==> src/logic/limn_pkg.sv <==
package limn_pkg;

    typedef logic [31:0] word_t;
    typedef logic [4:0]  reg_idx_t;

    localparam int       NUM_REGS = 32;
    localparam reg_idx_t REG_LR   = 5'd31;      // JAL link register
    localparam word_t    RESET_PC = 32'hFFFE0000;

    // Code 0 is LUI in the immediate form and NOR in the register form.
    // Load/store forms reuse ADD to mark the register-indexed sum and
    // OR for the immediate-offset sum
    typedef enum logic [2:0] {
        ALU_LUI_NOR = 3'd0,
        ALU_OR      = 3'd1,
        ALU_XOR     = 3'd2,
        ALU_AND     = 3'd3,
        ALU_SLTS    = 3'd4,
        ALU_SLT     = 3'd5,
        ALU_SUB     = 3'd6,
        ALU_ADD     = 3'd7
    } alu_op_e;

    typedef enum logic [1:0] {
        SH_LSL = 2'd0,
        SH_LSR = 2'd1,
        SH_ASR = 2'd2,
        SH_ROR = 2'd3
    } shift_e;

    typedef enum logic [3:0] {
        NOP, ALU_IMM, ALU_REG, BEQ, BNE, BLT, JAL, JALR, LOAD, STORE, HALT
    } inst_class_e;

    typedef enum logic [2:0] {
        S_FETCH, S_EXECUTE, S_READ, S_WRITE, S_HALT
    } cpu_state_e;

    ////////////////////////////////////////////////////////////////////////////
    // Low opcode patterns, matched in this order by the decoder
    ////////////////////////////////////////////////////////////////////////////
    localparam logic [5:0] OPC_NOP          = 6'b000000;
    localparam logic [5:0] OPC_JALR         = 6'b111000;
    localparam logic [5:0] OPC_JAL          = 6'b000110;  // xxx11x
    localparam logic [5:0] OPC_JAL_CARE     = 6'b000110;
    localparam logic [5:0] OPC_BEQ          = 6'b111101;
    localparam logic [5:0] OPC_BNE          = 6'b110101;
    localparam logic [5:0] OPC_BLT          = 6'b101101;
    localparam logic [5:0] OPC_ALU_IMM      = 6'b000100;  // xxx100
    localparam logic [5:0] OPC_ALU_IMM_CARE = 6'b000111;
    localparam logic [5:0] OPC_LOAD         = 6'b100011;  // 1xx011
    localparam logic [5:0] OPC_LOAD_CARE    = 6'b100111;
    localparam logic [5:0] OPC_STORE        = 6'b000010;  // xx?010, bit 3 picks the data
    localparam logic [5:0] OPC_STORE_CARE   = 6'b000111;
    localparam logic [5:0] OPC_REG_GRP      = 6'b111001;
    localparam logic [5:0] OPC_PRIV         = 6'b101001;
    localparam logic [3:0] PRIV_HLT         = 4'b1100;    // High bits 31:28

endpackage

==> src/logic/limn_decode_if.sv <==
interface limn_decode_if;
    import limn_pkg::*;

    inst_class_e  cls;
    reg_idx_t     rd;
    reg_idx_t     ra;
    reg_idx_t     rb;
    alu_op_e      alu_op;
    shift_e       shift_mode;
    logic [4:0]   shamt;
    logic [15:0]  imm16;
    logic [20:0]  imm21;
    logic [28:0]  imm29;
    logic         link;        // JAL writes r31
    logic         store_imm;   // Store data is the 5-bit immediate

    modport decoder (
        output cls, rd, ra, rb, alu_op, shift_mode, shamt,
        output imm16, imm21, imm29, link, store_imm
    );
    modport ctrl (
        input cls, rd, ra, rb, alu_op, shift_mode, shamt,
        input imm16, imm21, imm29, link, store_imm
    );
    modport alu (input alu_op, shift_mode, shamt, imm16, cls);

endinterface

==> src/logic/limn_decoder.sv <==
module limn_decoder (
    input  limn_pkg::word_t inst,
    limn_decode_if.decoder  dec
);
    import limn_pkg::*;

    logic [5:0] opc;
    logic [3:0] grp;

    function automatic logic opc_is(
        input logic [5:0] op,
        input logic [5:0] pat,
        input logic [5:0] care
    );
        return (op & care) == pat;
    endfunction

    assign opc = inst[5:0];
    assign grp = inst[31:28];

    // Fixed field positions
    assign dec.rd         = inst[10:6];
    assign dec.ra         = inst[15:11];
    assign dec.rb         = inst[20:16];
    assign dec.shamt      = inst[25:21];
    assign dec.shift_mode = shift_e'(inst[27:26]);
    assign dec.imm16      = inst[31:16];
    assign dec.imm21      = inst[31:11];
    assign dec.imm29      = inst[31:3];
    assign dec.link       = inst[0];

    // First match wins
    always_comb begin
        dec.cls       = NOP;
        dec.alu_op    = alu_op_e'(opc[5:3]);
        dec.store_imm = 1'b0;
        if (opc == OPC_NOP) begin
            dec.cls = NOP;
        end else if (opc == OPC_JALR) begin
            dec.cls = JALR;
        end else if (opc_is(opc, OPC_JAL, OPC_JAL_CARE)) begin
            dec.cls = JAL;
        end else if (opc == OPC_BEQ) begin
            dec.cls = BEQ;
        end else if (opc == OPC_BNE) begin
            dec.cls = BNE;
        end else if (opc == OPC_BLT) begin
            dec.cls = BLT;
        end else if (opc_is(opc, OPC_ALU_IMM, OPC_ALU_IMM_CARE)) begin
            dec.cls = ALU_IMM;                  // Op from bits 5:3
        end else if (opc_is(opc, OPC_LOAD, OPC_LOAD_CARE)) begin
            dec.cls    = LOAD;
            dec.alu_op = ALU_OR;
        end else if (opc_is(opc, OPC_STORE, OPC_STORE_CARE)) begin
            dec.cls       = STORE;
            dec.alu_op    = ALU_OR;
            dec.store_imm = ~opc[3];
        end else if (opc == OPC_REG_GRP) begin
            casez (grp)
                4'b0000: begin
                    dec.cls    = ALU_REG;
                    dec.alu_op = ALU_LUI_NOR;   // NOR
                end
                4'b11??: begin
                    dec.cls    = STORE;
                    dec.alu_op = ALU_ADD;       // Indexed
                end
                4'b10??: begin
                    dec.cls    = LOAD;
                    dec.alu_op = ALU_ADD;
                end
                default: begin
                    dec.cls    = ALU_REG;
                    dec.alu_op = alu_op_e'(grp[2:0]);
                end
            endcase
        end else if (opc == OPC_PRIV && grp == PRIV_HLT) begin
            dec.cls = HALT;
        end
    end

endmodule

==> src/logic/limn_alu.sv <==
module limn_alu (
    limn_decode_if.alu      dec,
    input  limn_pkg::word_t a,
    input  limn_pkg::word_t b,
    output limn_pkg::word_t result
);
    import limn_pkg::*;

    word_t       shifted;
    word_t       operand;
    word_t       offset;
    word_t       base;
    logic [63:0] rot;
    logic        indexed;

    assign rot = {b, b} >> dec.shamt;           // Rotate by zero gives b back

    always_comb begin
        case (dec.shift_mode)
            SH_LSR:  shifted = b >> dec.shamt;
            SH_ASR:  shifted = word_t'($signed(b) >>> dec.shamt);
            SH_ROR:  shifted = rot[31:0];
            default: shifted = b << dec.shamt;
        endcase
    end

    assign operand = (dec.cls == ALU_IMM) ? {16'b0, dec.imm16} : shifted;

    // Address sums, offsets in words
    assign indexed = (dec.alu_op == ALU_ADD);
    assign offset  = indexed ? shifted : {16'b0, dec.imm16};
    assign base    = (dec.cls == STORE && !indexed) ? b : a;  // Stores index off rd

    always_comb begin
        if (dec.cls == LOAD || dec.cls == STORE) begin
            result = base + {offset[29:0], 2'b00};
        end else begin
            case (dec.alu_op)
                ALU_ADD:  result = a + operand;
                ALU_SUB:  result = a - operand;
                ALU_AND:  result = a & operand;
                ALU_XOR:  result = a ^ operand;
                ALU_OR:   result = a | operand;
                ALU_SLT:  result = {31'b0, a < operand};
                ALU_SLTS: result = {31'b0, $signed(a) < $signed(operand)};
                default: begin
                    if (dec.cls == ALU_IMM) begin
                        result = a | {dec.imm16, 16'b0};   // LUI
                    end else begin
                        result = ~(a | operand);           // NOR
                    end
                end
            endcase
        end
    end

endmodule

==> src/logic/limn_regfile.sv <==
module limn_regfile (
    input  logic               clk,
    input  logic               rst,
    input  limn_pkg::reg_idx_t raddr_a,
    input  limn_pkg::reg_idx_t raddr_b,
    output limn_pkg::word_t    rdata_a,
    output limn_pkg::word_t    rdata_b,
    input  logic               we,
    input  limn_pkg::reg_idx_t waddr,
    input  limn_pkg::word_t    wdata
);
    import limn_pkg::*;

    word_t regs [NUM_REGS];

    always_ff @(posedge clk) begin
        if (rst) begin
            for (int i = 0; i < NUM_REGS; i++) begin
                regs[i] <= '0;
            end
        end else if (we && waddr != '0) begin   // r0 stays zero
            regs[waddr] <= wdata;
        end
    end

    // Combinational read ports
    assign rdata_a = regs[raddr_a];
    assign rdata_b = regs[raddr_b];

endmodule

==> src/logic/limn_control.sv <==
module limn_control (
    input  logic               clk,
    input  logic               rst,
    limn_decode_if.ctrl        dec,
    input  limn_pkg::word_t    data_in,
    input  logic               rdy,
    input  limn_pkg::word_t    alu_result,
    input  limn_pkg::word_t    rdata_a,
    input  limn_pkg::word_t    rdata_b,
    output limn_pkg::word_t    inst,
    output limn_pkg::reg_idx_t store_sel,
    output logic               rf_we,
    output limn_pkg::reg_idx_t rf_waddr,
    output limn_pkg::word_t    rf_wdata,
    output limn_pkg::word_t    addr,
    output limn_pkg::word_t    data_out,
    output logic               we,
    output logic               cs,
    output logic               halted
);
    import limn_pkg::*;

    cpu_state_e state;
    word_t      pc;             // Address of the instruction in execute
    word_t      rd_val;         // regs[rd], read while the instruction arrives
    word_t      link_pc;
    word_t      br_target;
    word_t      jalr_target;
    word_t      pc_next;
    word_t      st_data;
    logic       indexed;
    logic       br_taken;

    assign link_pc     = pc + 32'd4;
    assign indexed     = (dec.alu_op == ALU_ADD);
    assign br_target   = pc + {{9{dec.imm21[20]}}, dec.imm21, 2'b00};
    assign jalr_target = rdata_a + {{14{dec.imm16[15]}}, dec.imm16, 2'b00};
    assign halted      = (state == S_HALT);

    ////////////////////////////////////////////////////////////////////////////
    // Next PC
    ////////////////////////////////////////////////////////////////////////////
    always_comb begin
        case (dec.cls)
            BEQ:     br_taken = (rd_val == '0);
            BNE:     br_taken = (rd_val != '0);
            BLT:     br_taken = rd_val[31];
            default: br_taken = 1'b0;
        endcase
    end

    always_comb begin
        if (dec.cls == JAL) begin
            pc_next = {pc[31], dec.imm29, 2'b00};   // Stays in the same half
        end else if (dec.cls == JALR) begin
            pc_next = jalr_target;
        end else if (br_taken) begin
            pc_next = br_target;
        end else begin
            pc_next = link_pc;
        end
    end

    // Second read port: rd of the incoming word during fetch
    always_comb begin
        if (state == S_FETCH) begin
            store_sel = data_in[10:6];
        end else if (dec.cls == STORE && !indexed) begin
            store_sel = dec.rd;                     // Base of an offset store
        end else begin
            store_sel = dec.rb;
        end
    end

    always_comb begin
        if (dec.store_imm) begin
            st_data = {27'b0, dec.ra};              // imm5 sits in the ra field
        end else if (indexed) begin
            st_data = rd_val;
        end else begin
            st_data = rdata_a;
        end
    end

    ////////////////////////////////////////////////////////////////////////////
    // Register write port
    ////////////////////////////////////////////////////////////////////////////
    always_comb begin
        rf_we    = 1'b0;
        rf_waddr = dec.rd;
        rf_wdata = alu_result;
        if (state == S_EXECUTE) begin
            case (dec.cls)
                ALU_IMM, ALU_REG: rf_we = 1'b1;
                JAL: begin
                    rf_we    = dec.link;
                    rf_waddr = REG_LR;
                    rf_wdata = link_pc;
                end
                JALR: begin
                    rf_we    = 1'b1;
                    rf_wdata = link_pc;
                end
                default: rf_we = 1'b0;
            endcase
        end else if (state == S_READ) begin
            rf_we    = rdy;                         // Load lands with rdy
            rf_wdata = data_in;
        end
    end

    ////////////////////////////////////////////////////////////////////////////
    // State machine and bus
    ////////////////////////////////////////////////////////////////////////////
    always_ff @(posedge clk) begin
        if (rst) begin
            state <= S_FETCH;
            pc    <= RESET_PC;
            addr  <= RESET_PC;
            cs    <= 1'b1;
            we    <= 1'b0;
        end else begin
            case (state)
                S_FETCH: begin
                    if (rdy) begin
                        state <= S_EXECUTE;
                        cs    <= 1'b0;
                    end
                end
                S_EXECUTE: begin
                    pc <= pc_next;
                    case (dec.cls)
                        LOAD: begin
                            state <= S_READ;
                            addr  <= alu_result;
                            cs    <= 1'b1;
                        end
                        STORE: begin
                            state <= S_WRITE;
                            addr  <= alu_result;
                            cs    <= 1'b1;
                            we    <= 1'b1;
                        end
                        HALT: state <= S_HALT;
                        default: begin
                            state <= S_FETCH;
                            addr  <= pc_next;
                            cs    <= 1'b1;
                        end
                    endcase
                end
                S_READ, S_WRITE: begin
                    if (rdy) begin
                        state <= S_FETCH;
                        addr  <= pc;                // Already the next PC
                        we    <= 1'b0;
                    end
                end
                default: begin                      // Halted for good
                    cs <= 1'b0;
                    we <= 1'b0;
                end
            endcase
        end
    end

    always_ff @(posedge clk) begin
        if (state == S_FETCH && rdy) begin
            inst   <= data_in;
            rd_val <= rdata_b;
        end
        if (state == S_EXECUTE && dec.cls == STORE) begin
            data_out <= st_data;
        end
    end

endmodule

==> src/logic/limn_cpu.sv <==
module limn_cpu (
    input  logic            clk,
    input  logic            rst,
    output limn_pkg::word_t addr,
    input  limn_pkg::word_t data_in,
    output limn_pkg::word_t data_out,
    input  logic            rdy,
    output logic            we,
    output logic            cs,
    output logic            halted
);
    import limn_pkg::*;

    limn_decode_if dec_if ();

    word_t    inst;
    word_t    alu_result;
    word_t    rdata_a;
    word_t    rdata_b;
    word_t    rf_wdata;
    reg_idx_t store_sel;
    reg_idx_t rf_waddr;
    logic     rf_we;

    limn_decoder u_decoder (
        .inst (inst),
        .dec  (dec_if.decoder)
    );

    limn_alu u_alu (
        .dec    (dec_if.alu),
        .a      (rdata_a),
        .b      (rdata_b),
        .result (alu_result)
    );

    // Port b address is steered by the control block
    limn_regfile u_regfile (
        .clk     (clk),
        .rst     (rst),
        .raddr_a (dec_if.ra),
        .raddr_b (store_sel),
        .rdata_a (rdata_a),
        .rdata_b (rdata_b),
        .we      (rf_we),
        .waddr   (rf_waddr),
        .wdata   (rf_wdata)
    );

    limn_control u_control (
        .clk        (clk),
        .rst        (rst),
        .dec        (dec_if.ctrl),
        .data_in    (data_in),
        .rdy        (rdy),
        .alu_result (alu_result),
        .rdata_a    (rdata_a),
        .rdata_b    (rdata_b),
        .inst       (inst),
        .store_sel  (store_sel),
        .rf_we      (rf_we),
        .rf_waddr   (rf_waddr),
        .rf_wdata   (rf_wdata),
        .addr       (addr),
        .data_out   (data_out),
        .we         (we),
        .cs         (cs),
        .halted     (halted)
    );

endmodule

==> config.mk <==
export PLATFORM = sky130hd
export DESIGN_NAME = limn_cpu
export DESIGN_NICKNAME = d
export VERILOG_FILES = /design/src/logic/limn_pkg.sv /design/src/logic/limn_decode_if.sv /design/src/logic/limn_decoder.sv /design/src/logic/limn_alu.sv /design/src/logic/limn_regfile.sv /design/src/logic/limn_control.sv /design/src/logic/limn_cpu.sv
export SDC_FILE = /design/constraint.sdc
export NUM_CORES = 2
export LEC_CHECK = 0
export BUFFER_PORTS_ARGS = -buffer_cell sky130_fd_sc_hd__buf_2
export CORE_MARGIN = 8
export CORE_UTILIZATION = 54
export DETAILED_ROUTE_END_ITERATION = 12
export PLACE_DENSITY_LB_ADDON = 0.15
export SLEW_MARGIN = 20
export SYNTH_ARGS = -nofsm -noshare
export SYNTH_HDL_FRONTEND = slang
export SYNTH_SLANG_ARGS = --single-unit
==> constraint.sdc <==
create_clock -name clk -period 12.6 [get_ports clk]
set_input_delay 2.52 -clock clk [delete_from_list [all_inputs] [get_ports clk]]
set_output_delay 2.52 -clock clk [all_outputs]
set_load 0.02 [all_outputs]
==> results by group <==
Clocking
  – Worst-path clk slew: 0.06 ns
  – Maximum buffer depth of the clock tree: 3
  – Clock H-tree levels: 4
  – Source-to-sink clock delay at the later pin of the worst-skew pair: 0.82 ns
  – CTS sink cnt: 1194
  – Cell at the root of the clock tree: clkbuf_16
  – Number of clock buffers inserted by TritonCTS: 137
  – Buffer count from post-CTS setup fixing: 0
  – Clock tree from TritonCTS: done
  – Cts-stage hold buffer count: 0
  – Resized Gates After CTS: 0

Floorplanning
  – Die extent in x: 395.2 µm
  – Overall die height: 395.2 µm
  – Initial standard-cell utilization of the core: 54.26%
  – FP Rows: 139
  – Total Die Area: 0.1562 mm²
  – Core Region: 0.1431 mm²
  – Total I/O pin count: 102

Worst setup path
  – Bufs and invs on worst path: 7
  – Type of element launching the critical path: primary input
  – Highest-delay cell along the critical path: nor2_8
  – Crit Path Max Fanout: 31
  – Data arrival time of the critical path: 12.38 ns
  – Cell depth of the worst flop-to-flop path: 37
  – R2R setup slack: 1.18 ns
  – Worst Setup End Kind: flip-flop
  – Req. time, crit path: 13.11 ns
  – Top Family by Delay on Critical Path: compound AO/OA/AOI/OAI gates
  – End of the worst register-to-register path: u_regfile.regs[20][26]
  – Worst R2R Start: u_control.inst[2]
  – Crit path largest cell delay: 0.70 ns
  – First element of the critical path: data_in[6]
  – Crit Path Category: primary input to flip-flop

Routing
  – Final routed wirelength across all metal layers: 349400 µm
  – DR vias/cell: 7.415
  – Number of iterations in the first detailed-routing pass: 8
  – Number of vias in the routed layout: 68359
  – DR DRC count: 0
  – Routed Antenna Nets: 0
  – Wire per inst: 37.90 µm
  – Detailed Route Iter0 Violations: 11836

Global route
  – All-layer global routing usage: 42.89%
  – Largest net degree at the start of global routing: 107
  – Number of antenna violations at the first check in global routing: 8
  – Overflow left after global routing: 0
  – Wire length of the first global-routing pass: 481600 µm
  – Vias in the first global route: 63728

STA
  – Final critical path time including I/O delays and setup: 11.87 ns
  – Portion of the clock cycle consumed by the worst path in the final layout: 94.22%
  – Setup violations, final: 0
  – Transition time at the pin with the least slew margin: 1.209 ns
  – Number of hold-slack violations in the final timing report: 0
  – Max Clock Freq: 0.08424 GHz
  – Slew margin rel.: 18.84%
  – RSZ-0062 raised after global routing: false
  – Final worst hold slack: 0.4505 ns
  – Final TNS setup: 0 ns
  – Number of slew-limit violations in the final report: 0
  – Setup skew after layout: 0.03769 ns

Placement
  – Count of input and output buffers: 101
  – Area after DPL: 0.08118 mm²
  – Placed wire-length estimate after detailed placement: 220500 µm
  – Final weighted congestion of routability-driven global placement: 1.050
  – Number of instances in the placed design: 8954

Job
  – Reported max-cap violation count: 0

Logic synthesis
  – Mean instance size in the synthesized netlist: 10.68 µm²
  – Portion of netlist area occupied by mux cells: 17.38%
  – Proportion of register bits with asynchronous set or reset after synthesis: 0%
  – Post-synth top flop: edfxtp_1
  – Number of synthesized flops with an enable pin: 1120
  – Summed instance area of the synthesized netlist: 0.07766 mm²
  – Adder-cell share of the synthesized area: 3.109%
  – Complex-gate fraction of the synthesized area: 13.35%
  – Seq/Total Area, Yosys: 45.21%
  – Simple-gate share of the synthesized area: 15.07%
  – Largest family of logic cells by synthesized area: multiplexers
  – Post-Synthesis Cells: 7275
  – Dominant cell type by area after synthesis: edfxtp_1
  – Top post-synthesis cells by area: edfxtp_1 43%, mux4_2 12%, nor2_1 6.3%
  – Share of the synthesized area in the top cell type: 43.31%
  – Synth cell types: 114
  – Register bit total from synthesis: 1194
  – Synth Warn #: 0
  – Xor-xnor portion of the synthesized cell area: 1.184%

Layout
  – Area overhead of the layout relative to synthesis: 10.39%
  – Fill cell total of the finished layout: 11688
  – Final instance count without filler cells: 9219
  – Finished Cell Area: 0.08573 mm²
  – Share of layout cells above drive strength 1: 18.33%
  – Area occupied by registers: 0.03513 mm²
  – Area of combinational cells with multiple inputs: 0.03984 mm²
  – Final-stage net count: 7416

Power and ir drop
  – P_int: 8.681 mW
  – Worst vdd rail ir drop: 0.1442 mV
  – Sequential fraction of design power: 32.7%
  – Switch share: 39.29%
  – Leakage power total: 31.86 nW
  – Total power consumption of the routed design: 14.30 mW
  – Clock network power share: 28.5%
  – Proportion of power drawn by combinational gates: 38.9%
  – Switch Pwr: 5.618 mW
  – Pwr Density: 166.8 mW/mm²

Min path
  – Min-Delay Startpoint: u_control.addr[5]
  – Worst Hold Depth: 2
  – Worst hold path class: flip-flop to flip-flop
  – Endpoint of the worst hold path: u_control.addr[5]

Run status
  – Run status: finished clean
## worst min-delay path: stages, from the launching register on
cell     delay, ns
dfxtp_1       0.30
nand2_1       0.05
a21oi_1       0.05
## layout make-up
class / instances / share of cell area [%]
Multi-Input combinational cell: 5297 / 46.47
Sequential cell: 1194 / 40.98
Clock buffer: 166 / 4.260
Timing Repair Buffer: 415 / 3.867
Tap cell: 1903 / 2.777
Clock inverter: 83 / 0.9705
Inverter: 146 / 0.6392
Antenna cell: 15 / 0.04378
## logic make-up after synthesis
group,count (synthesis)
simple gates,2647
other cells,1
mux,785
fa+ha+maj,190
buf+inv,815
compound gates,1538
xor+xnor,105
flops,1194
## cell usage in the layout, fill, tap and decap left out, types with 45 or more instances in the layout
master and n:
o211ai_1 67, a21oi_1 342, a31oi_1 59, o21ai_0 287
buf_2 100, clkbuf_16 141, mux4_2 431, nand3_1 139
mux2i_1 279, nand2_1 556, dfxtp_1 69, and3_1 129
ha_1 185, a22oi_1 60, nor2_1 1297, a21o_1 45
a32oi_1 64, nor2b_1 85, inv_1 136, a2111oi_0 49
mux2_2 62, nor3_1 85, edfxtp_1 1120, a211oi_1 167
buf_4 279, xnor2_1 61
## metrics by stage
| step | util (%) | setup WS (ns) |
|---|---|---|
| floorplan | - | 3.024 |
| global placement | 56.72 | 0.4267 |
| detailed placement | 56.72 | 0.4708 |
| CTS | 59.85 | 1.278 |
| global route | 59.87 | 0.5556 |
| finish | 59.90 | 0.7287 |
## flip-flops by register name (all words and copies together) (netlist names), named ones only
name                cells
u_regfile.regs       1024
u_control.addr         32
u_control.data_out     32
u_control.inst         32
u_control.pc           32
u_control.rd_val       32
u_control.state         3
u_control.cs            1
u_control.we            1
## Yosys cell counts, types with 14 or more instances
cell type and number:
o21bai_1 24, a311oi_1 27, nor2_1 1307, o21ai_0 296
a211oi_1 169, and3_1 129, a21o_1 45, nand4_1 39
a221oi_1 27, mux4_2 431, clkbuf_1 479, a22oi_1 61
ha_1 185, a32oi_1 64, buf_6 26, a211o_1 25
nand2_1 620, a221o_1 14, o211ai_1 67, mux2i_1 279
inv_1 138, xor2_1 44, o22ai_1 40, or3_1 23
edfxtp_1 1120, nor4_1 28, o221ai_1 24, mux2_2 62
buf_1 64, a2111oi_0 50, and4_1 15, nand3_1 139
xnor2_1 61, o21a_1 37, and2_1 33, dfxtp_1 74
buf_4 39, buf_2 47, nor2b_1 86, nand2b_1 33
a21oi_1 352, nor3_1 89, nor2_2 34, o31ai_1 24
a31oi_1 63
## routing by layer
metal  global-route usage (%)  wire length (µm)  up-vias
met5                        0                34        -
met4                    35.59             36400        4
met3                    14.45             50670     1615
met2                    61.57            146100     6260
met1                    52.17            116200    33225
li1                         -                 -    27255
## how the worst max path moves through the flow
stage | to | cells past startpoint
after floorplan | u_regfile.regs[1][29] | 36
after global placement | u_regfile.regs[17][26] | 36
after detailed placement | u_regfile.regs[18][26] | 36
after CTS | u_regfile.regs[18][26] | 36
after global routing | u_regfile.regs[13][28] | 36
final | u_regfile.regs[20][26] | 37
## power by group through the flow
stage                     Combinational (mW)  Clock (mW)  Sequential (mW)
after floorplan                         3.25           0             4.68
after global placement                  5.28           0             4.73
after detailed placement                5.29           0             4.74
after CTS                               5.31        4.06             4.66
after global routing                    5.70        4.20             4.68
final                                   5.56        4.07             4.67
Power figures use the tool's default switching activity.
